$ cat src/exec_settings.svh
// execute slice sizing for unit count, station depth, register file width and multiply latency
`ifndef EXEC_SETTINGS_SVH
`define EXEC_SETTINGS_SVH

// number of identical execution units
`define NUM_UNITS   3

// reservation station entries
`define RS_DEPTH    4

// physical registers, tag width follows from this
`define PR_COUNT    16

`define XLEN        32     // datapath width
`define ROB_BITS    4      // reorder buffer index width

// cycles from issue to result for op_mul
`define MUL_CYCLES  3

`endif

$ cat src/exec_pkg.sv
// execute slice types for opcodes, unit states and the dispatch, issue and broadcast packets
`include "exec_settings.svh"

package exec_pkg;

  // physical register tag
  typedef logic [$clog2(`PR_COUNT)-1:0] tag_t;

  // alu opcodes, op_mul is the only multi-cycle one
  typedef enum logic [2:0] {
    op_add,
    op_sub,
    op_and,
    op_or,
    op_xor,
    op_sll,
    op_mul
  } alu_op_e;

  typedef enum logic [1:0] {
    unit_idle,   // free for issue
    unit_busy,   // computing
    unit_done    // result waits for cdb grant
  } unit_state_e;

  // renamed instruction from dispatch
  typedef struct packed {
    alu_op_e               op;
    tag_t                  dest;
    tag_t                  src1;
    tag_t                  src2;      // ignored when use_imm set
    logic                  use_imm;
    logic [`XLEN-1:0]      imm;
    logic [`ROB_BITS-1:0]  rob;
  } dispatch_packet_t;

  // issued op, operands already resolved
  typedef struct packed {
    alu_op_e               op;
    tag_t                  dest;
    logic [`XLEN-1:0]      opa;
    logic [`XLEN-1:0]      opb;
    logic [`ROB_BITS-1:0]  rob;
  } issue_packet_t;

  // one result on the common data bus
  typedef struct packed {
    tag_t                  dest;
    logic [`XLEN-1:0]      value;
    logic [`ROB_BITS-1:0]  rob;
  } cdb_packet_t;

endpackage

$ cat src/exec_unit.sv
// execution unit running single-cycle alu ops and a multi-cycle multiply, holding results for the cdb
`timescale 1ns/100ps
`include "exec_settings.svh"

module exec_unit (
  input  logic                     clock,
  input  logic                     reset,
  input  logic                     issue_valid,
  input  exec_pkg::issue_packet_t  issue_packet,
  output logic                     unit_free,
  output logic                     done_valid,
  output exec_pkg::cdb_packet_t    done_packet,
  input  logic                     done_grant
);
  import exec_pkg::*;

  localparam int cnt_bits = $clog2(`MUL_CYCLES + 1);

  unit_state_e          state;
  logic [cnt_bits-1:0]  count;      // cycles left before the result lands
  issue_packet_t        held;       // op captured at issue
  logic [`XLEN-1:0]     result;

  assign unit_free  = (state == unit_idle);
  assign done_valid = (state == unit_done);   // held until granted

  always_comb begin
    case (held.op)
      op_add:  result = held.opa + held.opb;
      op_sub:  result = held.opa - held.opb;
      op_and:  result = held.opa & held.opb;
      op_or:   result = held.opa | held.opb;
      op_xor:  result = held.opa ^ held.opb;
      op_sll:  result = held.opa << held.opb[4:0];
      op_mul:  result = held.opa * held.opb;     // low XLEN bits of product
      default: result = '0;
    endcase
  end

  ////////////////////////////////////////////////////////////
  // unit fsm
  ////////////////////////////////////////////////////////////
  always_ff @(posedge clock) begin
    if (reset) begin
      state <= unit_idle;
      count <= '0;
    end else begin
      case (state)
        unit_idle: if (issue_valid) begin
          state <= unit_busy;
          count <= (issue_packet.op == op_mul) ? cnt_bits'(`MUL_CYCLES - 1) : '0;
        end
        unit_busy: if (count == '0) state <= unit_done;
                   else count <= count - 1'b1;
        unit_done: if (done_grant) state <= unit_idle;  // bus took it
        default:   state <= unit_idle;
      endcase
    end
  end

  always_ff @(posedge clock) begin
    if (state == unit_idle && issue_valid) held <= issue_packet;
    if (state == unit_busy && count == '0) begin
      done_packet.dest  <= held.dest;
      done_packet.value <= result;
      done_packet.rob   <= held.rob;
    end
  end

endmodule

$ cat config.mk
export PLATFORM = sky130hd
export DESIGN_NAME = exec_unit
export DESIGN_NICKNAME = d
export VERILOG_FILES = /design/src/exec_pkg.sv /design/src/exec_unit.sv
export VERILOG_INCLUDE_DIRS = /design/src
export SDC_FILE = /design/constraint.sdc
export NUM_CORES = 2
export LEC_CHECK = 0
export ABC_CLOCK_PERIOD_IN_PS = 9650
export BUFFER_PORTS_ARGS = -buffer_cell sky130_fd_sc_hd__buf_2
export CAP_MARGIN = 20
export CORE_MARGIN = 8
export CORE_UTILIZATION = 43
export DETAILED_ROUTE_END_ITERATION = 8
export MAX_ROUTING_LAYER = met4
export SYNTH_ARGS = -nofsm -noshare
export SYNTH_HDL_FRONTEND = slang
export SYNTH_SLANG_ARGS = --single-unit
$ cat constraint.sdc
create_clock -name clock -period 9.65 [get_ports clock]
set_input_delay 2.895 -clock clock [delete_from_list [all_inputs] [get_ports clock]]
set_output_delay 2.895 -clock clock [all_outputs]
set_load 0.05 [all_outputs]
==> flow_metrics.py <==
metrics = {
    "routing": {
        "wirelength_um": 101000,
        "ant_nets": 0,
        "via_per_inst": 5.84,
        "route.vias.total": 20600,
        "drtIter0Drc": 2170,
        "drc": 0,
        "first_pass_iters": 7,
        "wl_per_cell_um": 28.6,
    },
    "worst_setup_path": {
        "crit_arrival_ns": 8.64,
        "cp_max_fo": 15,
        "critPathMaxStageDelay_ns": 0.88,
        "cp_common_cell": "fa_1",
        "crit_type": "reg2reg",
        "critPathLaunchType": "flip-flop",
        "critPathLaunch": "held[49]",
        "reg2reg_slack_ns": 1.26,
        "path_cells": "inv_1 > nor2_1 > fa_1 > fa_1 > fa_1 > inv_1 > fa_1 > inv_1 > fa_1 > inv_1 > fa_1 > inv_1 > fa_1 > fa_1 > ha_1 > a21o_1 > a21o_1 > a21o_1 > nor4b_2 > o31ai_1 > a21oi_2 > o21ba_2 > mux2i_1 > a211o_1",
        "r2r.worst_path.cells": 24,
        "worst_path_max_delay_cell": "edfxtp_1",
        "reg2reg_from": "held[49]",
        "critPathCaptureType": "flip-flop",
        "r2r-end": "done_packet[31]",
        "cp.required_ns": 9.90,
    },
    "cts": {
        "cts-root-buf": "clkbuf_16",
        "clk_pin_slew_ns": 0.07,
        "clock_sinks": 119,
        "post_cts_buffers": 0,
        "h-tree-depth": 4,
        "postCtsHoldBufs": 0,
        "cts.repair.resized": 0,
        "tritoncts": "built",
        "cts_buffer_depth": 2,
        "cts_buffers": 17,
        "clkLatencyLatePin_ns": 0.50,
    },
    "placed_design": {
        "port_buffers": 120,
        "pre_cts_ws_ns": 1.31,
        "dp_hpwl_um": 77200,
        "globalplace.congestion": 1.05,
    },
    "synthesis": {
        "ys_top_cells_by_area": "fa_1, edfxtp_1, ha_1",
        "synth_top_area_share_pct": 33.4,
        "synth-seq-area-share_pct": 14.4,
        "synth_warnings": 0,
        "ys_top_cells_by_count": "inv_1, fa_1, nor2_1, nand2_1, ha_1",
        "synth_nets": 3408,
        "ys_ff_latch": 119,
        "yosysMostFrequentCell": "inv_1",
        "syn_inst": 2699,
        "yosysTopAreaCell": "fa_1",
        "synth.cell_area_sq_um": 24500,
        "synthArstFlopShare_pct": 0,
        "synth_edf_count": 115,
        "synthDistinctLibCells": 84,
        "synth_ff_type": "edfxtp_1",
        "avgSynthCellArea_sq_um": 9.07,
    },
    "sta": {
        "timing.final.ws_setup_ns": 1.26,
        "setup_tns_ns": 0,
        "worstMarginPinSlew_ns": 1.11,
        "fmax_mhz": 119,
        "fin_crit_sh_pct": 86.9,
        "drv_slew": 0,
        "rsz0062_at_grt": "false",
        "setup-violations-final": 0,
        "hold_violations": 0,
        "fin_crit_ns": 8.39,
        "fin_skew_ns": 0.0286,
        "relSlewSlack_pct": 25.7,
    },
    "layout": {
        "utilization_pct": 47.1,
        "drive_gt1_share_pct": 9.94,
        "diodes": 0,
        "fillers": 5492,
        "num-nets-final": 3463,
        "syn_to_final_growth_pct": 8.41,
    },
    "floorplanning": {
        "ios": 121,
        "core_area_sq_um": 56400,
        "die_h_um": 255,
        "num_rows": 87,
        "die_width_um": 255,
        "die_area_sq_um": 64800,
        "start_util_pct": 43.4,
    },
    "global_route": {
        "grt_overflow": 0,
        "grt_pass1_wl_um": 147000,
        "grt_pass1_vias": 21700,
        "grt_use_total_pct": 32.6,
        "antenna_found_initial": 2,
        "grt_max_degree": 59,
    },
    "min_path": {
        "hp-start": "held[71]",
        "worstHoldPathCells": 0,
        "holdPathEnd": "done_packet[39]",
        "hold_class": "reg2reg",
    },
    "outcome": {
        "status": "finished clean",
    },
    "run": {
        "maxCapViolations": 0,
    },
}
[registers in the layout, indices dropped and copies added (netlist names)]
| name | cells |
|---|---|
| held | 75 |
| done_packet | 40 |
| count | 2 |
| state | 2 |
[per-layer routing]
metal / part of all wire (%) / GRT usage (%)
met1: 40 / 41.8
met3: 9.1 / 6.04
met4: 6.1 / 16.8
met2: 44 / 49.0
met5: 0 / -
[logic make-up (layout without fill, tap and decap cells)]
kind of cell / Yosys count / in the layout / synth area share, %
flops: 119 / 119 / 14.4
buf+inv: 610 / 678 / 9.69
xor+xnor: 134 / 134 / 4.79
mux: 54 / 54 / 3.53
fa+ha+maj: 630 / 630 / 44.7
simple gates: 820 / 820 / 13.7
compound gates: 332 / 332 / 9.10
[through the flow]
| stage | hold WS (ns) | std cells | area, sq um |
|---|---|---|---|
| after floorplan | 0.400 | 2699 | 24500 |
| after global placement | 0.403 | 3488 | 25900 |
| after detailed placement | 0.406 | 3491 | 25900 |
| after CTS | 0.422 | 3523 | 26500 |
| after global routing | 0.429 | 3523 | 26500 |
| final | 0.420 | 3523 | 26500 |
[critical path: cells and delay by family (launching register included)]
family	cells	cell delay, ns
and+or+nand+nor	2	0.63
AOI/OAI and AO/OA	7	1.64
muxes	1	0.08
adders and majority gates	9	4.25
buffers and inverters	5	0.67
DFF	1	0.88
[final cells by class]
class,count,area (sq um),share of cell area [%]
tap,756,946,3.56
sequential,119,3530,13.3
inverter,467,1750,6.61
timing repair buffer,179,1120,4.21
clock inverter,15,174,0.655
clock buffer,17,425,1.60
multi-input combinational,1970,18600,70.1
[cell usage in the layout (no fill, tap or decap), types with 7 or more instances in the layout]
cell,count
clkinv_1,13
o22ai_1,8
nor3_1,16
buf_4,55
xor2_1,28
inv_1,444
a211o_1,8
nor2_1,393
inv_2,10
o21ai_0,72
inv_8,7
buf_2,120
ha_1,221
xnor2_1,106
a21oi_1,82
a31oi_1,15
mux4_2,24
clkbuf_16,17
o31ai_1,12
a21o_1,20
mux2i_1,24
nor2b_1,12
nand4_1,9
a211oi_1,16
nand2b_1,11
edfxtp_1,115
o21a_1,8
fa_1,409
nand3_1,20
a222oi_1,9
a221oi_1,11
o211ai_1,11
nand2_1,314
o221ai_1,19
[worst max-delay path by stage]
stage,endpoint,slack [ns],cells past startpoint
global placement,done_packet[31],1.37,24
global route,done_packet[31],0.91,24
CTS,done_packet[31],1.31,24
floorplan,done_packet[31],1.54,28
detailed placement,done_packet[31],1.31,24
finish,done_packet[31],1.26,24
Power is not shown: default switching activity piles up to over one toggle a cycle in this logic, so the estimate is an artifact.
