File: src/exec_settings.svh
// execute slice sizing for unit count, station depth, register file width and multiply latency
`ifndef EXEC_SETTINGS_SVH
`define EXEC_SETTINGS_SVH

// number of identical execution units
`define NUM_UNITS   3

// reservation station entries
`define RS_DEPTH    4

// physical registers, tag width follows from this
`define PR_COUNT    16

`define XLEN        32     // datapath width
`define ROB_BITS    4      // reorder buffer index width

// cycles from issue to result for op_mul
`define MUL_CYCLES  3

`endif

File: src/exec_pkg.sv
// execute slice types for opcodes, unit states and the dispatch, issue and broadcast packets
`include "exec_settings.svh"

package exec_pkg;

  // physical register tag
  typedef logic [$clog2(`PR_COUNT)-1:0] tag_t;

  // alu opcodes, op_mul is the only multi-cycle one
  typedef enum logic [2:0] {
    op_add,
    op_sub,
    op_and,
    op_or,
    op_xor,
    op_sll,
    op_mul
  } alu_op_e;

  typedef enum logic [1:0] {
    unit_idle,   // free for issue
    unit_busy,   // computing
    unit_done    // result waits for cdb grant
  } unit_state_e;

  // renamed instruction from dispatch
  typedef struct packed {
    alu_op_e               op;
    tag_t                  dest;
    tag_t                  src1;
    tag_t                  src2;      // ignored when use_imm set
    logic                  use_imm;
    logic [`XLEN-1:0]      imm;
    logic [`ROB_BITS-1:0]  rob;
  } dispatch_packet_t;

  // issued op, operands already resolved
  typedef struct packed {
    alu_op_e               op;
    tag_t                  dest;
    logic [`XLEN-1:0]      opa;
    logic [`XLEN-1:0]      opb;
    logic [`ROB_BITS-1:0]  rob;
  } issue_packet_t;

  // one result on the common data bus
  typedef struct packed {
    tag_t                  dest;
    logic [`XLEN-1:0]      value;
    logic [`ROB_BITS-1:0]  rob;
  } cdb_packet_t;

endpackage

File: src/phys_regfile.sv
// physical register file with per-tag ready bits, two issue read ports and a cdb write port
`timescale 1ns/100ps
`include "exec_settings.svh"

module phys_regfile (
  input  logic                   clock,
  input  logic                   reset,
  input  logic                   alloc_valid,   // dispatch transfer
  input  exec_pkg::tag_t         alloc_tag,     // dest losing its ready bit
  input  exec_pkg::tag_t         read_tag_a,
  input  exec_pkg::tag_t         read_tag_b,
  output logic [`XLEN-1:0]       read_data_a,
  output logic [`XLEN-1:0]       read_data_b,
  input  exec_pkg::tag_t         src_tag_1,     // sources of the dispatching op
  input  exec_pkg::tag_t         src_tag_2,
  output logic                   src_ready_1,
  output logic                   src_ready_2,
  input  logic                   cdb_valid,
  input  exec_pkg::cdb_packet_t  cdb_packet
);
  import exec_pkg::*;

  logic [`XLEN-1:0]      regs [`PR_COUNT];
  logic [`PR_COUNT-1:0]  ready;

  // combinational reads, tag 0 is never written so reads zero
  assign read_data_a = regs[read_tag_a];
  assign read_data_b = regs[read_tag_b];
  assign src_ready_1 = ready[src_tag_1];
  assign src_ready_2 = ready[src_tag_2];

  always_ff @(posedge clock) begin
    if (reset) begin
      for (int i = 0; i < `PR_COUNT; i++) begin
        regs[i] <= '0;
      end
      ready <= '1;                                // everything ready out of reset
    end else begin
      if (cdb_valid && cdb_packet.dest != tag_t'(0)) begin
        regs[cdb_packet.dest]  <= cdb_packet.value;
        ready[cdb_packet.dest] <= 1'b1;           // producer done
      end
      // new producer in flight, alloc after write so it wins
      if (alloc_valid && alloc_tag != tag_t'(0)) begin
        ready[alloc_tag] <= 1'b0;
      end
    end
  end

endmodule

File: config.mk
export PLATFORM = sky130hd
export DESIGN_NAME = phys_regfile
export DESIGN_NICKNAME = d
export VERILOG_FILES = /design/src/exec_pkg.sv /design/src/phys_regfile.sv
export VERILOG_INCLUDE_DIRS = /design/src
export SDC_FILE = /design/constraint.sdc
export NUM_CORES = 1
export LEC_CHECK = 0
export BUFFER_PORTS_ARGS = -buffer_cell sky130_fd_sc_hd__buf_2
export CORE_MARGIN = 8
export CORE_UTILIZATION = 50
export CTS_CLUSTER_DIAMETER = 40
export DETAILED_ROUTE_END_ITERATION = 8
export PLACE_DENSITY = 0.66
export SLEW_MARGIN = 20
export SYNTH_ARGS = -nofsm -noshare
export SYNTH_HDL_FRONTEND = slang
export SYNTH_SLANG_ARGS = --single-unit
File: constraint.sdc
create_clock -name clock -period 8.25 [get_ports clock]
set_input_delay 0.825 -clock clock [delete_from_list [all_inputs] [get_ports clock]]
set_output_delay 0.825 -clock clock [all_outputs]
set_load 0.01 [all_outputs]
==> impl_metrics.csv <==
group,metric,value,unit
detailed_routing,drt_iter0_drc,1768,
clock_tree,holdBufCountCts,0,
grt,grt.total_usage,24.6,%
finish,nets,1894,
pwr,powerDensity,234,nW/um^2
detailed_routing,ant_nets,0,
floorplan,die_x,249,um
logic_synthesis,avgSynthCellArea,15.8,um^2
worst_hold_path,worstHoldPathCells,1,
clock_tree,htreeDepth,3,
clock_tree,cts_tree,"yes",
worst_hold_path,hp-start,"ready[0]",
placement,hpwl,40100,um
floorplan,fp.coreArea,53800,um^2
pwr,fin_total_pwr,7.35,mW
logic_synthesis,yosys_warnings,0,
clock_tree,cts_resized,0,
grt,antenna_found_initial,1,
grt,overflow,0,
worst_setup_path,worst_r2r_endpoint,"ready[0]",
clock_tree,cts_setup_buffers,0,
finish,drive_gt1_share,31.3,%
finish,post-route-util,58.4,%
worst_hold_path,whs_endpoint,"ready[0]",
pwr,p_seq_share,43.3,%
finish,nFillCells,4141,
timing,worst_clock_skew,0,ns
timing,max-slew-margin-rel,21.1,%
placement,place_area,28600,um^2
worst_setup_path,worst-path-max-fanout,81,
logic_synthesis,ys_ff_latch,528,
worst_setup_path,start_kind,"input pin",
timing,setup_viol_count_final,0,
placement,preCtsSetupSlack,4.05,ns
timing,slew_viol_final,0,
logic_synthesis,syn_inst,1721,
pwr,p_int,5.60,mW
pwr,pwr-share-clk,46.6,%
logic_synthesis,synthesis.area,27200,um^2
timing,period_share,51.4,%
clock_tree,cts-buffers-inserted,82,
grt,grt_pass1_vias,17562,
grt,grt_use_met2,41.0,%
worst_setup_path,r2r_cells,1,
finish,area_delta_synth_final,15.6,%
worst_setup_path,regToRegSetupSlack,7.54,ns
timing,timing.fmax,236,MHz
timing,rsz0062_at_grt,"no",
floorplan,die_h,249,um
worst_setup_path,arrival,3.41,ns
timing,finalCriticalPeriod,4.24,ns
clock_tree,clk_path_buf_depth,3,
pwr,p_comb_share,10.1,%
placement,io_buffers,125,
worst_setup_path,worstSetupPathType,"in -> out",
job,maxCapViolations,0,
grt,grt_max_degree,93,
detailed_routing,wl_per_cell,29.4,um
grt,grtUsageMet3,5.01,%
grt,grtUsageMet1,32.2,%
timing,worst_slew_pin_slew,1.18,ns
detailed_routing,num_vias,16580,
worst_setup_path,cp.required,7.42,ns
logic_synthesis,yosys.cell_types.count,32,
worst_hold_path,hp-class,"reg -> reg",
placement,routabilityCongestion,0.761,
clock_tree,path_clk_slew,0.05,ns
timing,fin_setup_tns,0,ns
detailed_routing,viasPerCell,6.38,
pwr,p_switching,1.75,mW
logic_synthesis,yosysSeqAreaShare,57.7,%
pwr,switching_share,23.8,%
timing,finalHoldViolCount,0,
detailed_routing,firstDrtPassIters,5,
worst_setup_path,r2r_start,"ready[0]",
floorplan,start_util,50.5,%
worst_setup_path,worstSetupEndpointType,"output pin",
clock_tree,worstSkewPairLatency,0.60,ns
detailed_routing,drc,0,
finish,design_area,31400,um^2
pwr,power_leakage,11.1,nW
floorplan,dieArea,62100,um^2
outcome,status,"completed",
clock_tree,clkSinkCount,528,
timing,worst_slack,4.01,ns
grt,busiest_layer,"met2",
detailed_routing,wirelength,76400,um
grt,grt_pass1_wl,114000,um
pwr,irDropWorstVdd,0.171,mV
floorplan,io_pins,130,
floorplan,row_count,85,
clock_tree,clockRootBuffer,"clkbuf_16",
-- logic make-up (layout without fill, tap and decap cells) --
| family | Yosys count | after routing | synth area share (%) |
|---|---|---|---|
| other | 1 | 33 | 0.0138 |
| flip-flops | 528 | 528 | 57.7 |
| buffers and inverters | 170 | 318 | 2.72 |
| AND/OR/NAND/NOR | 594 | 594 | 13.0 |
| multiplexers | 270 | 270 | 22.1 |
| AO/OA/AOI/OAI | 158 | 158 | 4.45 |
-- registers in the layout (all words and copies together) (netlist names) --
signal / flops
ready: 16
regs: 512
-- per-stage QoR --
step                      cells  hold WS (ns)
after CTS                  2594         0.472
after global placement     2440         0.444
after global routing       2596         0.506
after floorplan            1752         0.431
after detailed placement   2440         0.460
final                      2597         0.469
-- final cells by class --
type                            count  area, um^2  area share [%]
Inverter                            3        11.3          0.0358
Clock buffer                      104        2280            7.26
Antenna cell                        1        2.50         0.00796
Sequential cell                   528       15700            49.9
Multi-Input combinational cell   1054       11100            35.3
Clock inverter                     50         475            1.51
Tap cell                          696         871            2.77
Timing Repair Buffer              161         991            3.15
-- layout by cell type, fill, tap and decap left out, drive strengths merged, types with 6 or more instances in the layout --
cell      instances
edfxtp          512
and2            484
mux4            264
buf             159
a22oi           128
clkbuf          106
nand2            68
conb             32
clkinv           26
nor2             19
dfxtp            16
o21bai           12
clkinvlp         11
a2bb2oi          10
inv              10
nor2b             7
mux2i             6
bufinv            6
-- cell usage after synthesis --
cell,count,area (um^2)
nand4b_1,1,8.76
nor3b_1,2,15.0
nand2_1,68,255
mux2i_1,6,60.1
nor3_1,1,5.00
nand3_1,3,15.0
edfxtp_1,512,15400
buf_2,25,125
nand4bb_1,2,22.5
o21bai_1,12,90.1
a2bb2oi_1,10,87.6
clkbuf_2,6,30.0
nor2_4,3,33.8
conb_1,1,3.75
or4b_4,1,13.8
buf_1,14,52.6
buf_4,17,128
inv_1,3,11.3
o32a_1,2,20.0
and2_1,484,3030
a31o_2,3,26.3
dfxtp_1,16,320
nor2b_1,7,43.8
or2_2,2,12.5
o22a_1,2,17.5
mux4_2,264,5950
clkbuf_1,105,394
a22oi_1,128,961
o21a_1,1,7.51
nand3b_1,2,15.0
nor2_1,16,60.1
nand2b_1,2,12.5
-- how the worst max path moves through the flow --
stage	startpoint	end	slack, ns	cells past startpoint
floorplan	cdb_packet[38]	regs[3][0]	4.99	3
detailed placement	read_tag_a[1]	read_data_a[24]	4.05	6
global placement	read_tag_a[1]	read_data_a[24]	4.05	6
CTS	read_tag_a[1]	read_data_a[24]	4.05	6
global route	read_tag_a[0]	read_data_a[5]	3.94	6
finish	read_tag_a[1]	read_data_a[18]	4.01	6
-- worst max-delay path, stage by stage --
cell     delay (ns)
buf_6          0.71
buf_4          0.78
mux4_2         0.40
a22oi_1        0.37
nand2_1        0.08
buf_2          0.15
-- power groups by stage --
stage | combinational (mW) | clock [mW] | sequential, mW
floorplan | 0.482 | 0 | 3.21
CTS | 0.743 | 3.47 | 3.18
global route | 0.785 | 3.58 | 3.20
finish | 0.739 | 3.43 | 3.18
detailed placement | 0.740 | 0 | 3.23
global placement | 0.731 | 0 | 3.21
-- layer usage --
layer  routed length [um]  part of all wire (%)
met1                29700                    39
met2                38000                    50
met3                 6790                   8.9
met4                 1970                   2.6
met5                   12                 0.016
Power figures use the tool's default switching activity.
