## src/exec_settings.svh

```systemverilog
// execute slice sizing for unit count, station depth, register file width and multiply latency
`ifndef EXEC_SETTINGS_SVH
`define EXEC_SETTINGS_SVH

// number of identical execution units
`define NUM_UNITS   3

// reservation station entries
`define RS_DEPTH    4

// physical registers, tag width follows from this
`define PR_COUNT    16

`define XLEN        32     // datapath width
`define ROB_BITS    4      // reorder buffer index width

// cycles from issue to result for op_mul
`define MUL_CYCLES  3

`endif

```

## src/exec_pkg.sv

```systemverilog
// execute slice types for opcodes, unit states and the dispatch, issue and broadcast packets
`include "exec_settings.svh"

package exec_pkg;

  // physical register tag
  typedef logic [$clog2(`PR_COUNT)-1:0] tag_t;

  // alu opcodes, op_mul is the only multi-cycle one
  typedef enum logic [2:0] {
    op_add,
    op_sub,
    op_and,
    op_or,
    op_xor,
    op_sll,
    op_mul
  } alu_op_e;

  typedef enum logic [1:0] {
    unit_idle,   // free for issue
    unit_busy,   // computing
    unit_done    // result waits for cdb grant
  } unit_state_e;

  // renamed instruction from dispatch
  typedef struct packed {
    alu_op_e               op;
    tag_t                  dest;
    tag_t                  src1;
    tag_t                  src2;      // ignored when use_imm set
    logic                  use_imm;
    logic [`XLEN-1:0]      imm;
    logic [`ROB_BITS-1:0]  rob;
  } dispatch_packet_t;

  // issued op, operands already resolved
  typedef struct packed {
    alu_op_e               op;
    tag_t                  dest;
    logic [`XLEN-1:0]      opa;
    logic [`XLEN-1:0]      opb;
    logic [`ROB_BITS-1:0]  rob;
  } issue_packet_t;

  // one result on the common data bus
  typedef struct packed {
    tag_t                  dest;
    logic [`XLEN-1:0]      value;
    logic [`ROB_BITS-1:0]  rob;
  } cdb_packet_t;

endpackage

```

## src/reservation_station.sv

```systemverilog
// reservation station holding dispatched ops, waking them from the cdb and issuing the oldest ready
`timescale 1ns/100ps
`include "exec_settings.svh"

module reservation_station (
  input  logic                        clock,
  input  logic                        reset,
  input  logic                        dispatch_valid,
  input  exec_pkg::dispatch_packet_t  dispatch_packet,
  output logic                        dispatch_ready,
  output logic                        alloc_valid,
  output exec_pkg::tag_t              alloc_tag,
  output exec_pkg::tag_t              src_tag_1,
  output exec_pkg::tag_t              src_tag_2,
  input  logic                        src_ready_1,
  input  logic                        src_ready_2,
  output exec_pkg::tag_t              read_tag_a,
  output exec_pkg::tag_t              read_tag_b,
  input  logic [`XLEN-1:0]            read_data_a,
  input  logic [`XLEN-1:0]            read_data_b,
  input  logic [`NUM_UNITS-1:0]       unit_free,
  output logic [`NUM_UNITS-1:0]       issue_valid,   // one-hot on the lowest free unit
  output exec_pkg::issue_packet_t     issue_packet,
  input  logic                        cdb_valid,
  input  exec_pkg::cdb_packet_t       cdb_packet
);
  import exec_pkg::*;

  localparam int idx_bits = ($clog2(`RS_DEPTH) > 0) ? $clog2(`RS_DEPTH) : 1;

  dispatch_packet_t      entry [`RS_DEPTH];
  logic [idx_bits-1:0]   entry_age [`RS_DEPTH];    // valid entries younger than this one
  logic [`RS_DEPTH-1:0]  entry_valid;
  logic [`RS_DEPTH-1:0]  entry_rdy1;
  logic [`RS_DEPTH-1:0]  entry_rdy2;
  logic [`RS_DEPTH-1:0]  entry_ready;
  logic [`RS_DEPTH-1:0]  valid_next;
  logic [`RS_DEPTH-1:0]  older_than_sel;
  logic [idx_bits-1:0]   sel_idx;
  logic                  sel_found;
  logic [idx_bits-1:0]   free_idx;
  logic                  issue_fire;
  logic                  new_rdy1;
  logic                  new_rdy2;

  // broadcast this cycle for a real tag
  function automatic logic tag_hit(input tag_t tag, input logic valid, input cdb_packet_t pkt);
    return valid && tag != tag_t'(0) && tag == pkt.dest;
  endfunction

  ////////////////////////////////////////////////////////////
  // dispatch side
  ////////////////////////////////////////////////////////////
  assign alloc_valid = dispatch_valid && dispatch_ready;
  assign alloc_tag   = dispatch_packet.dest;
  assign src_tag_1   = dispatch_packet.src1;
  assign src_tag_2   = dispatch_packet.src2;
  assign new_rdy1    = src_ready_1 || tag_hit(src_tag_1, cdb_valid, cdb_packet);
  assign new_rdy2    = dispatch_packet.use_imm || src_ready_2
                       || tag_hit(src_tag_2, cdb_valid, cdb_packet);

  // lowest empty slot
  always_comb begin
    free_idx = '0;
    for (int i = `RS_DEPTH - 1; i >= 0; i--) begin
      if (!entry_valid[i]) free_idx = idx_bits'(i);
    end
  end

  ////////////////////////////////////////////////////////////
  // select and issue
  ////////////////////////////////////////////////////////////
  always_comb begin
    sel_found = 1'b0;
    sel_idx   = '0;
    for (int i = 0; i < `RS_DEPTH; i++) begin
      entry_ready[i] = entry_valid[i]
                       && (entry_rdy1[i] || tag_hit(entry[i].src1, cdb_valid, cdb_packet))
                       && (entry_rdy2[i] || tag_hit(entry[i].src2, cdb_valid, cdb_packet));
      if (entry_ready[i] && (!sel_found || entry_age[i] > entry_age[sel_idx])) begin
        sel_found = 1'b1;                          // oldest so far
        sel_idx   = idx_bits'(i);
      end
    end
  end

  assign issue_fire  = sel_found && |unit_free;
  assign issue_valid = sel_found ? (unit_free & (~unit_free + 1'b1)) : '0;  // lowest set bit

  // entries older than the issuing one lose a younger entry
  always_comb begin
    for (int i = 0; i < `RS_DEPTH; i++) begin
      older_than_sel[i] = issue_fire && entry_age[i] > entry_age[sel_idx];
    end
  end

  assign read_tag_a = entry[sel_idx].src1;
  assign read_tag_b = entry[sel_idx].src2;

  // operands from regfile or bypassed off the bus this cycle
  always_comb begin
    issue_packet.op   = entry[sel_idx].op;
    issue_packet.dest = entry[sel_idx].dest;
    issue_packet.rob  = entry[sel_idx].rob;
    issue_packet.opa  = tag_hit(read_tag_a, cdb_valid, cdb_packet) ? cdb_packet.value
                                                                   : read_data_a;
    if (entry[sel_idx].use_imm) begin
      issue_packet.opb = entry[sel_idx].imm;
    end else begin
      issue_packet.opb = tag_hit(read_tag_b, cdb_valid, cdb_packet) ? cdb_packet.value
                                                                     : read_data_b;
    end
  end

  always_comb begin
    valid_next = entry_valid;
    if (issue_fire) valid_next[sel_idx] = 1'b0;   // freed on issue
    if (alloc_valid) valid_next[free_idx] = 1'b1;
  end

  always_ff @(posedge clock) begin
    if (reset) begin
      entry_valid    <= '0;
      entry_rdy1     <= '0;
      entry_rdy2     <= '0;
      dispatch_ready <= 1'b0;
      for (int i = 0; i < `RS_DEPTH; i++) begin
        entry_age[i] <= '0;
      end
    end else begin
      entry_valid    <= valid_next;
      dispatch_ready <= ~&valid_next;              // free slot next cycle
      for (int i = 0; i < `RS_DEPTH; i++) begin
        // wake-up by tag match
        if (tag_hit(entry[i].src1, cdb_valid, cdb_packet)) entry_rdy1[i] <= 1'b1;
        if (tag_hit(entry[i].src2, cdb_valid, cdb_packet)) entry_rdy2[i] <= 1'b1;
        if (entry_valid[i]) begin
          // new entry is younger than all, issue removes one younger from older ones
          if (alloc_valid && !older_than_sel[i]) begin
            entry_age[i] <= entry_age[i] + 1'b1;
          end else if (!alloc_valid && older_than_sel[i]) begin
            entry_age[i] <= entry_age[i] - 1'b1;
          end
        end
      end
      if (alloc_valid) begin
        entry_rdy1[free_idx] <= new_rdy1;
        entry_rdy2[free_idx] <= new_rdy2;
        entry_age[free_idx]  <= '0;
      end
    end
  end

  always_ff @(posedge clock) begin
    if (alloc_valid) entry[free_idx] <= dispatch_packet;
  end

endmodule

```

## config.mk

```make
export PLATFORM = sky130hd
export DESIGN_NAME = reservation_station
export DESIGN_NICKNAME = d
export VERILOG_FILES = /design/src/exec_pkg.sv /design/src/reservation_station.sv
export VERILOG_INCLUDE_DIRS = /design/src
export SDC_FILE = /design/constraint.sdc
export NUM_CORES = 1
export LEC_CHECK = 0
export ABC_AREA = 1
export ABC_CLOCK_PERIOD_IN_PS = 6540
export BUFFER_PORTS_ARGS = -buffer_cell sky130_fd_sc_hd__buf_4
export CORE_MARGIN = 10
export CORE_UTILIZATION = 48
export CTS_BUF_LIST = sky130_fd_sc_hd__clkbuf_4 sky130_fd_sc_hd__clkbuf_8
export DETAILED_ROUTE_END_ITERATION = 12
export MAX_ROUTING_LAYER = met4
export PLACE_DENSITY = 0.72
export SYNTH_ARGS = -nofsm -noshare
export SYNTH_HDL_FRONTEND = slang
export SYNTH_SLANG_ARGS = --single-unit
```

## constraint.sdc

```tcl
create_clock -name clock -period 6.54 [get_ports clock]
set_input_delay 0.654 -clock clock [delete_from_list [all_inputs] [get_ports clock]]
set_output_delay 0.654 -clock clock [all_outputs]
set_load 0.01 [all_outputs]
```

==> results of run 1 <==
-- timing repair --
| action | CTS | global route |
|---|---|---|
| resized for setup | 0 | 12 |
| setup buffers | 0 | 6 |
| setup endpoints to repair | 0 | 64 |
-- metrics by stage --
step	utilization, %	total power, uW	cell area [um2]	std cells
global route	60.6	3420	15100	1967
detailed placement	57.1	2080	14300	1894
CTS	60.1	3310	15000	1958
finish	60.6	3290	15100	1968
floorplan	-	1870	12100	1349
global placement	57.1	2070	14300	1894
-- power by group through the flow --
stage	clock (uW)	sequential, uW	combinational (uW)
2_1_floorplan	0	1670	202
3_3_place_gp	0	1670	400
3_5_place_dp	0	1670	408
4_1_cts	1260	1640	410
5_1_grt	1320	1640	453
6_report	1240	1640	415
-- cells by family (layout without fill, tap and decap cells) --
| group | after synthesis | count (layout) | share of synthesized area (%) |
|---|---|---|---|
| DFF | 229 | 229 | 55.2 |
| xor gates and xnor gates | 7 | 7 | 0.507 |
| buffers and inverters | 216 | 502 | 8.82 |
| AOI/OAI and AO/OA | 101 | 101 | 6.21 |
| and+or+nand+nor | 786 | 786 | 28.3 |
| adders and majority gates | 10 | 10 | 1.04 |
| other | 0 | 3 | 0 |
-- per-layer routing --
| layer | routed length, um | global-route usage (%) | part of all wire, % |
|---|---|---|---|
| met1 | 15200 | 27.9 | 41 |
| met2 | 17700 | 35.8 | 48 |
| met3 | 3170 | 5.10 | 8.6 |
| met4 | 724 | 6.54 | 2.0 |
| met5 | 0 | - | 0 |
-- area by class of cell --
class	instances	area, um2
clock buffer	56	683
multi-input combinational	904	4410
inverter	144	548
fill	2166	9840
timing repair buffer	294	2330
clock inverter	8	61.3
sequential	229	6670
antenna	3	7.51
tap	330	413
-- how the worst max path moves through the flow --
| stage | to | slack (ns) | depth (start not counted) |
|---|---|---|---|
| after floorplan | issue_packet[10] | 1.35 | 37 |
| after global placement | issue_packet[35] | 0.38 | 38 |
| after detailed placement | issue_packet[34] | 0.21 | 38 |
| after CTS | issue_packet[34] | 0.16 | 35 |
| after global routing | issue_packet[34] | 0.02 | 38 |
| final | issue_packet[34] | 0.43 | 35 |
-- registers in the layout, indices dropped and copies added (netlist names) --
register        cells
entry             208
entry_age           8
entry_rdy2          4
entry_rdy1          4
entry_valid         4
dispatch_ready      1
-- worst max-delay path: cells and delay by family (launching register included) --
family / cells / cell delay (ns)
DFF: 1 / 0.36
adders and majority gates: 3 / 0.89
and+or+nand+nor: 20 / 2.00
AOI/OAI and AO/OA: 4 / 0.76
buffers and inverters: 8 / 0.89
-- placed cells by master, fill, tap and decap left out, types with 20 or more instances in the layout --
master | synthesis | final
nand3_1 | 144 | 144
nand4_1 | 58 | 58
o21ai_0 | 22 | 20
edfxtp_1 | 208 | 208
buf_4 | 15 | 283
dfxtp_1 | 21 | 20
nand2_1 | 485 | 485
inv_1 | 134 | 133
nor2_1 | 64 | 59
o21bai_2 | 30 | 30
clkbuf_8 | 0 | 42
==> qor.yml, run 1 <==
run_status:
  status: "completed"
sta:
  slew_violations: 0
  slew_headroom_pct: 43.7
  rsz0062_at_grt: "false"
  setup_tns_ns: 0
  fin_worst_skew_ns: 0.0223
  min_period_over_period_pct: 93.4
  fin_crit_ns: 6.11
  tightest_slew_ns: 0.844
  whs_ns: 0.326
  finalHoldViolCount: 0
  max_freq_ghz: 0.164
  setup_violations: 0
  setup_ws_ns: 0.429
synth:
  synth_most_common_cell: "nand2_1"
  yosysSeqAreaShare_pct: 55.2
  yosysWarnings: 0
  synthFlopType: "edfxtp_1"
  yosys.area.top_type_share_pct: 51.7
  synth.largest_area_cell: "edfxtp_1"
  yosys.cell_types.count: 39
  ys_seq_elements: 229
  synth_nets: 1524
  synthCells: 1349
  synthArstFlopShare_pct: 0
  synth_edf_count: 208
  synth_commonest_cells: "nand2_1, edfxtp_1, nand3_1"
  syn_area_per_cell_um2: 8.96
  synth_area_leaders: "edfxtp_1, nand2_1, nand3_1, inv_1, dfxtp_1"
  syn_area_um2: 12100
global_routing:
  grt_pass1_wl_mm: 54.3
  grt_pass1_vias: 10100
  grt_overflow: 0
  grt_use_total_pct: 22.4
  grt_max_degree: 53
  antenna_found_initial: 2
power:
  pwr-share-seq_pct: 49.9
  p_leak_uw: 0.00660
  power_frac_comb_pct: 12.6
  switchingPower_uw: 777
  clock_power_share_pct: 37.5
  ir_worst_vdd_mv: 0.192
  power.internal_uw: 2520
  power.density_nw_per_um2: 218
  netSwitchingFraction_pct: 23.6
die:
  core_um2: 25000
  io_pins: 265
  dieArea_um2: 31900
  die_h_um: 179
  die_w_um: 179
  rows: 58
  initial_core_util_pct: 48.4
clock_tree:
  root_buffer: "clkbuf_8"
  post_cts_hold_buffer_count: 0
  insertion_delay_ns: 0.52
  htreeDepth: 2
  cts_inserted_buffers: 37
  cts_tree: "yes"
  path_clk_slew_ns: 0.06
  cts_sinks: 229
  clockBufferDepth: 3
route:
  drtIter0Drc: 866
  drt-total-wl_mm: 36.9
  via_per_inst: 5.28
  drc_errors: 0
  ant_nets: 0
  wl_per_cell_um: 18.7
  via_count: 10400
  first_pass_iters: 6
finish:
  area_growth_pct: 25.1
  fin_nets: 1785
  drive_gt1_share_pct: 26.4
hold_path:
  hold_depth: 1
  worstHoldEndpoint: "entry[0][5]"
  min-delay-start: "dispatch_packet[5]"
  hp-class: "input port to register"
critical_path:
  end_kind: "output port"
  cp_max_fo: 16
  worstPathArrival_ns: 5.46
  crit_type: "register to output port"
  worst_r2r_path_depth: 31
  r2r-end: "entry_age[0][1]"
  crit_start: "entry_age[1][0]"
  critPathSlowestCell: "dfxtp_1"
  critPathRequiredTime_ns: 5.89
  rrSetupSlack_ns: 1.47
  worstSetupStartpointType: "register"
  slowest_delay_ns: 0.36
  cpMostUsedCell: "nand2_1"
  r2r_start: "entry_age[1][0]"
run:
  cap_violations: 0
placed_design:
  gp_congestion: 0.925
  port_buffers: 260
  hpwlAfterDp_mm: 25.1
  place_ws_ns: 0.208
Note: power is estimated with default switching activity, not from simulation.
==> inputs of run 2 (changes only) <==
==> constraint.sdc (replaced) <==
create_clock -name clock -period 6.54 [get_ports clock]
set_input_delay 1.635 -clock clock [delete_from_list [all_inputs] [get_ports clock]]
set_output_delay 1.635 -clock clock [all_outputs]
set_load 0.01 [all_outputs]
==> run 2 against run 1 <==
Compared with the run above:
- the flow now finishes with violations (setup timing)
- hold slack improved by 0.19 ns
- setup slack got worse by 1.6 ns
- power increased by 3.9%
- die area is the same
- utilization increased by 12 points
- combinational power rose by 40%
- cell count grew 6.9%
- via count rose by 11%
- first-iteration DRC count is 5.9% higher
- clock skew about the same
- maximum frequency down 21%
- register-to-register slack lost 0.28 ns
- largest cell class unchanged
- highest routed layer unchanged
==> qor.yml, run 2 (same netlist as run 1, synthesis figures left out) <==
run:
  cap_violations: 0  # unchanged
critical_path:
  cpMostUsedCell: "nand2_2"
  r2r_start: "entry_age[0][1]"
  crit_start: "cdb_packet[38]"
  cp_max_fo: 9  # -7
  critPathRequiredTime_ns: 4.91  # -0.98 ns
  slowest_delay_ns: 0.30  # -0.06 ns
  r2r-end: "entry_age[3][0]"
  crit_type: "input port to output port"
  worstPathArrival_ns: 6.11  # +0.65 ns
  rrSetupSlack_ns: 1.19  # -0.28 ns
  worstSetupStartpointType: "input port"
  worst_r2r_path_depth: 39  # +26%
  end_kind: "output port"
  critPathSlowestCell: "ha_1"
clock_tree:
  insertion_delay_ns: 0.53  # about the same
  clockBufferDepth: 3  # unchanged
  path_clk_slew_ns: 0.06  # about the same
  root_buffer: "clkbuf_8"
  htreeDepth: 2  # unchanged
  cts_tree: "yes"
  cts_inserted_buffers: 38  # +2.7%
  post_cts_hold_buffer_count: 0  # unchanged
  cts_sinks: 229  # unchanged
hold_path:
  hold_depth: 2  # +1
  min-delay-start: "entry_age[3][0]"
  worstHoldEndpoint: "entry_age[3][0]"
  hp-class: "register to register"
power:
  p_leak_uw: 0.00772  # +17%
  power.density_nw_per_um2: 188  # -14%
  ir_worst_vdd_mv: 0.165  # -14%
route:
  via_per_inst: 5.47  # +3.6%
  via_count: 11500  # +11%
  first_pass_iters: 5  # -1
  drc_errors: 0  # unchanged
  drt-total-wl_mm: 43.8  # +19%
  ant_nets: 0  # unchanged
  wl_per_cell_um: 20.8  # +11%
  drtIter0Drc: 917  # +5.9%
die:
  dieArea_um2: 31900  # unchanged
  initial_core_util_pct: 48.4  # unchanged
  rows: 58  # unchanged
  die_w_um: 179  # unchanged
  io_pins: 265  # unchanged
  die_h_um: 179  # unchanged
  core_um2: 25000  # unchanged
finish:
  multi_input_area_um2: 5570  # +26%
  area_growth_pct: 50.6
  fin_nets: 1922  # +7.7%
  largest_reg_flops: 208  # unchanged
  largest_register: "entry"
  final_util_pct: 72.9  # +12 points
  final_cell_mix: "nand2_1, buf_4, edfxtp_1"
  reg_top3: "entry (208), entry_age (8)"
  ff_latch_area_um2: 6670  # about the same
  n_fill_cell: 1672  # -23%
  drive_gt1_share_pct: 44.5  # +18 points
  layout_commonest_cell: "nand2_1"
placed_design:
  hpwlAfterDp_mm: 26.1  # +4.3%
  gp_congestion: 0.882  # -4.7%
  port_buffers: 260  # unchanged
sta:
  setup_tns_ns: -84.84  # -84.84 ns
  setup_violations: 83  # +83
  rsz0062_at_grt: "true"
  max_freq_ghz: 0.129  # -21%
  slew_violations: 0  # unchanged
  min_period_over_period_pct: 118  # +25 points
  tightest_slew_ns: 1.14  # +0.294 ns
  setup_ws_ns: -1.21  # -1.64 ns
  finalHoldViolCount: 0  # unchanged
  fin_worst_skew_ns: 0.0223  # +0.0000184 ns
  slew_headroom_pct: 24.0  # -20 points
  fin_crit_ns: 7.75  # +1.64 ns
run_status:
  failed_checks: "setup timing"
  status: "finished, violations left"
global_routing:
  grt_pass1_vias: 11100  # +10%
  grt_max_degree: 36  # -32%
  antenna_found_initial: 2  # unchanged
  grt_pass1_wl_mm: 61.2  # +13%
  grt_overflow: 0  # unchanged
  grt_use_total_pct: 25.4  # +3.0 points
## run 2: cell count changes in the layout (fill, tap and decap cells not counted), sizes merged
cell | previous run | this run
nand2 | 498 | 499
buf | 293 | 422
clkbuf | 57 | 58
clkinv | 6 | 12
bufinv | 1 | 0
## run 2: area by class of cell
cell class	instances	area share [%]
well taps	330	2.27
diodes	3	0.0413
flip-flops and latches	229	36.6
repair buffers	429	23.4
multi-input cells	905	30.6
inverters	144	3.19
clock inverters	13	0.330
clock buffers	51	3.55
## run 2: worst max-delay path: cells and delay by family
family                   cells  cell delay, ns
AND/OR/NAND/NOR             23            2.30
buffers and inverters       11            1.23
adder cells (fa/ha/maj)      2            0.52
AO/OA/AOI/OAI                4            0.40
## run 2: power by group
| part | leakage (uW) | internal (uW) | switching, uW | total (uW) |
|---|---|---|---|---|
| clock network | 0.000376 | 638 | 559 | 1200 |
| registers | 0.00206 | 1630 | 15.2 | 1640 |
| logic | 0.00529 | 283 | 299 | 582 |
## run 2: per-layer routing
layer / share of wire, % / track usage (%) / vias up
met3: 9.9 / 5.37 / 93
li1: - / - / 5317
met4: 2.7 / 7.72 / 0
met5: 0 / - / -
met1: 38 / 30.4 / 5469
met2: 49 / 42.4 / 622
## run 2: worst max-delay path by stage
stage	to	slack [ns]	depth (start not counted)
after floorplan	issue_packet[11]	-0.37	38
after global placement	issue_packet[15]	-1.07	39
after detailed placement	issue_packet[28]	-1.12	40
after CTS	issue_packet[37]	-0.98	39
after global routing	issue_packet[63]	-1.38	40
final	issue_packet[36]	-1.21	40
## run 2: through the flow
stage | cell area [um2] | worst slack [ns] | power [uW] | hold WS (ns) | std cells
2_1_floorplan | 12400 | -0.373 | 1890 | 0.464 | 1349
3_3_place_gp | 15100 | -1.07 | 2100 | 0.480 | 1958
3_5_place_dp | 15100 | -1.12 | 2110 | 0.511 | 1958
4_1_cts | 17100 | -0.984 | 3350 | 0.520 | 2074
5_1_grt | 18200 | -1.38 | 3540 | 0.526 | 2103
6_report | 18200 | -1.21 | 3420 | 0.514 | 2104
## run 2: repair_timing
item | 4_1_cts | 5_1_grt
setup endpoints to repair | 83 | 83
pin swaps | 43 | 107
gates cloned | 15 | 8
resized for setup | 168 | 177
endpoints found under the hold margin | 0 | 0
setup buffers | 39 | 21
==> inputs of run 3 (changes only) <==
==> constraint.sdc (replaced) <==
create_clock -name clock -period 6.54 [get_ports clock]
set_input_delay 1.308 -clock clock [delete_from_list [all_inputs] [get_ports clock]]
set_output_delay 1.308 -clock clock [all_outputs]
set_load 0.01 [all_outputs]
==> run 3 against run 2 <==
Compared with the run above:
- power rose by 1.4%
- global-route usage fell by 0.95 points
- non-clock buffer count fell by 20
- sequential share of layout area rose by 0.98 points
- via count fell by 1.6%
- clock skew fell by 0.0075 ns
- routed wire length fell by 4.0%
- highest routed layer unchanged
- clock power rose by 4%
- hold slack got worse by 0.012 ns
- setup slack improved by 0.76 ns
- maximum frequency rose by 11%
- the flow still finishes with violations (setup timing)
- design area fell by 2.6%
==> qor.yml, run 3 (same netlist as run 1, synthesis figures left out) <==
clock_tree:
  insertion_delay_ns: 0.53  # about the same
  cts_inserted_buffers: 38  # unchanged
  cts_sinks: 229  # unchanged
  root_buffer: "clkbuf_8"
  htreeDepth: 2  # unchanged
  cts_tree: "yes"
  path_clk_slew_ns: 0.06  # about the same
  clockBufferDepth: 3  # unchanged
global_routing:
  grt_max_degree: 45  # +25%
  grt_pass1_wl_mm: 59.1  # -3.4%
  grt_overflow: 0  # unchanged
  grt_use_total_pct: 24.4  # -0.95 points
  grt_pass1_vias: 11000  # -1.3%
  antenna_found_initial: 2  # unchanged
route:
  drc_errors: 0  # unchanged
  wl_per_cell_um: 20.2  # -3.1%
  ant_nets: 0  # unchanged
  first_pass_iters: 5  # unchanged
  via_count: 11300  # -1.6%
  drtIter0Drc: 1025  # +12%
  via_per_inst: 5.43  # -0.74%
  drt-total-wl_mm: 42.0  # -4.0%
die:
  initial_core_util_pct: 48.4  # unchanged
  die_h_um: 179  # unchanged
  die_w_um: 179  # unchanged
  dieArea_um2: 31900  # unchanged
  core_um2: 25000  # unchanged
  rows: 58  # unchanged
  io_pins: 265  # unchanged
power:
  p_leak_uw: 0.00752  # -2.7%
  power.density_nw_per_um2: 196  # +4.1%
  ir_worst_vdd_mv: 0.164  # -0.41%
finish:
  reg_top3: "entry (208), entry_age (8)"
  fin_area_um2: 17700  # -2.6%
  fin_nets: 1901  # -1.1%
  largest_reg_flops: 208  # unchanged
  largest_register: "entry"
  area_growth_pct: 46.7
  final_cell_mix: "nand2_1, buf_4, edfxtp_1"
  final_util_pct: 71.0  # -1.9 points
  drive_gt1_share_pct: 41.6  # -2.9 points
  layout_commonest_cell: "nand2_1"
sta:
  slew_headroom_pct: 19.8  # -4.2 points
  min_period_over_period_pct: 107  # -12 points
  finalHoldViolCount: 0  # unchanged
  tightest_slew_ns: 1.20  # +0.0629 ns
  rsz0062_at_grt: "true"
  slew_violations: 0  # unchanged
  max_freq_ghz: 0.143  # +11%
  fin_crit_ns: 6.99  # -0.756 ns
  setup_tns_ns: -20.71  # +64.13 ns
  setup_violations: 64  # -23%
  setup_ws_ns: -0.451  # +0.756 ns
  whs_ns: 0.501  # -0.0123 ns
  fin_worst_skew_ns: 0.0148  # -0.00752 ns
critical_path:
  cpMostUsedCell: "nand2_2"
  r2r-end: "entry_age[3][1]"
  rrSetupSlack_ns: 1.45  # +0.26 ns
  worstSetupStartpointType: "input port"
  end_kind: "output port"
  cp_max_fo: 7  # -2
  worst_r2r_path_depth: 39  # unchanged
  critPathRequiredTime_ns: 5.23  # +0.32 ns
  slowest_delay_ns: 0.29  # about the same
  critPathSlowestCell: "ha_1"
  r2r_start: "entry_age[0][1]"
  cp_num_buf_inv: 10  # -1
  path_delay_family: "simple AND/OR/NAND/NOR gates"
  worstPathArrival_ns: 5.68  # -0.43 ns
  crit_type: "input port to output port"
run_status:
  failed_checks: "setup timing"
  status: "finished, violations left"
placed_design:
  port_buffers: 260  # unchanged
  place_area_um2: 15000  # -0.59%
  hpwlAfterDp_mm: 26.6  # +1.9%
  place_ws_ns: -0.690  # +0.432 ns
  gp_congestion: 0.932  # +5.7%
hold_path:
  worstHoldEndpoint: "entry_age[3][0]"
  min-delay-start: "entry_age[3][0]"
  hold_depth: 2  # unchanged
  hp-class: "register to register"
run:
  cap_violations: 0  # unchanged
run 3: changes by cell type in the layout (fill, tap and decap cells not counted), sizes merged:
cell | before | now
buf | 422 | 405
clkbuf | 58 | 49
clkinv | 12 | 19
bufinv | 0 | 2
clkinvlp | 1 | 2
diode | 3 | 2
nand2 | 499 | 498
run 3: worst max path at each step:
stage	end	start	cells after the start
4_1_cts	issue_packet[17]	cdb_packet[39]	43
3_3_place_gp	issue_packet[8]	cdb_packet[39]	41
6_report	issue_packet[65]	cdb_packet[39]	40
5_1_grt	issue_packet[65]	cdb_packet[39]	42
3_5_place_dp	issue_packet[34]	cdb_packet[38]	41
2_1_floorplan	issue_packet[10]	cdb_packet[36]	37
run 3: repair_timing:
action,4_1_cts,5_1_grt
hold endpoints to repair,0,0
endpoints found under the setup margin,77,75
pin swaps,73,102
gates cloned,5,6
gates resized for setup,177,175
hold buffers,0,0
setup buffers,30,14
run 3: area by class of cell:
class,instances,area [um2]
Tap cell,330,413
Clock inverter,23,159
Multi-Input combinational cell,904,5500
Timing Repair Buffer,409,3830
Inverter,144,563
Antenna cell,2,5.00
Clock buffer,45,588
Fill cell,1781,7240
Sequential cell,229,6670
run 3: routing by layer:
| metal | GRT usage (%) | vias to the layer above | share of wire, % | wire length [um] |
|---|---|---|---|---|
| li1 | - | 5265 | - | - |
| met3 | 5.31 | 117 | 9.8 | 4130 |
| met2 | 39.0 | 557 | 47 | 19900 |
| met5 | - | - | 0 | 0 |
| met4 | 9.03 | 0 | 3.8 | 1600 |
| met1 | 30.1 | 5379 | 39 | 16400 |
run 3: worst reg2reg max path, delay by kind of cell, from the launching register on:
kind | cells | cell delay [ns]
adder cells (fa/ha/maj) | 4 | 1.14
buffers and inverters | 8 | 0.95
flip-flops | 1 | 0.41
AO/OA/AOI/OAI | 6 | 0.73
AND/OR/NAND/NOR | 21 | 1.77
run 3: power breakdown:
part	total (uW)	internal (uW)	switching, uW
Combinational	573	276	297
Sequential	1640	1630	16.7
Clock	1250	679	576
Total	3470	2580	889
run 3: stage by stage:
step,cells,total power (uW)
finish,2086,3470
global route,2086,3600
CTS,2070,3420
detailed placement,1967,2110
global placement,1967,2100
floorplan,1349,1870
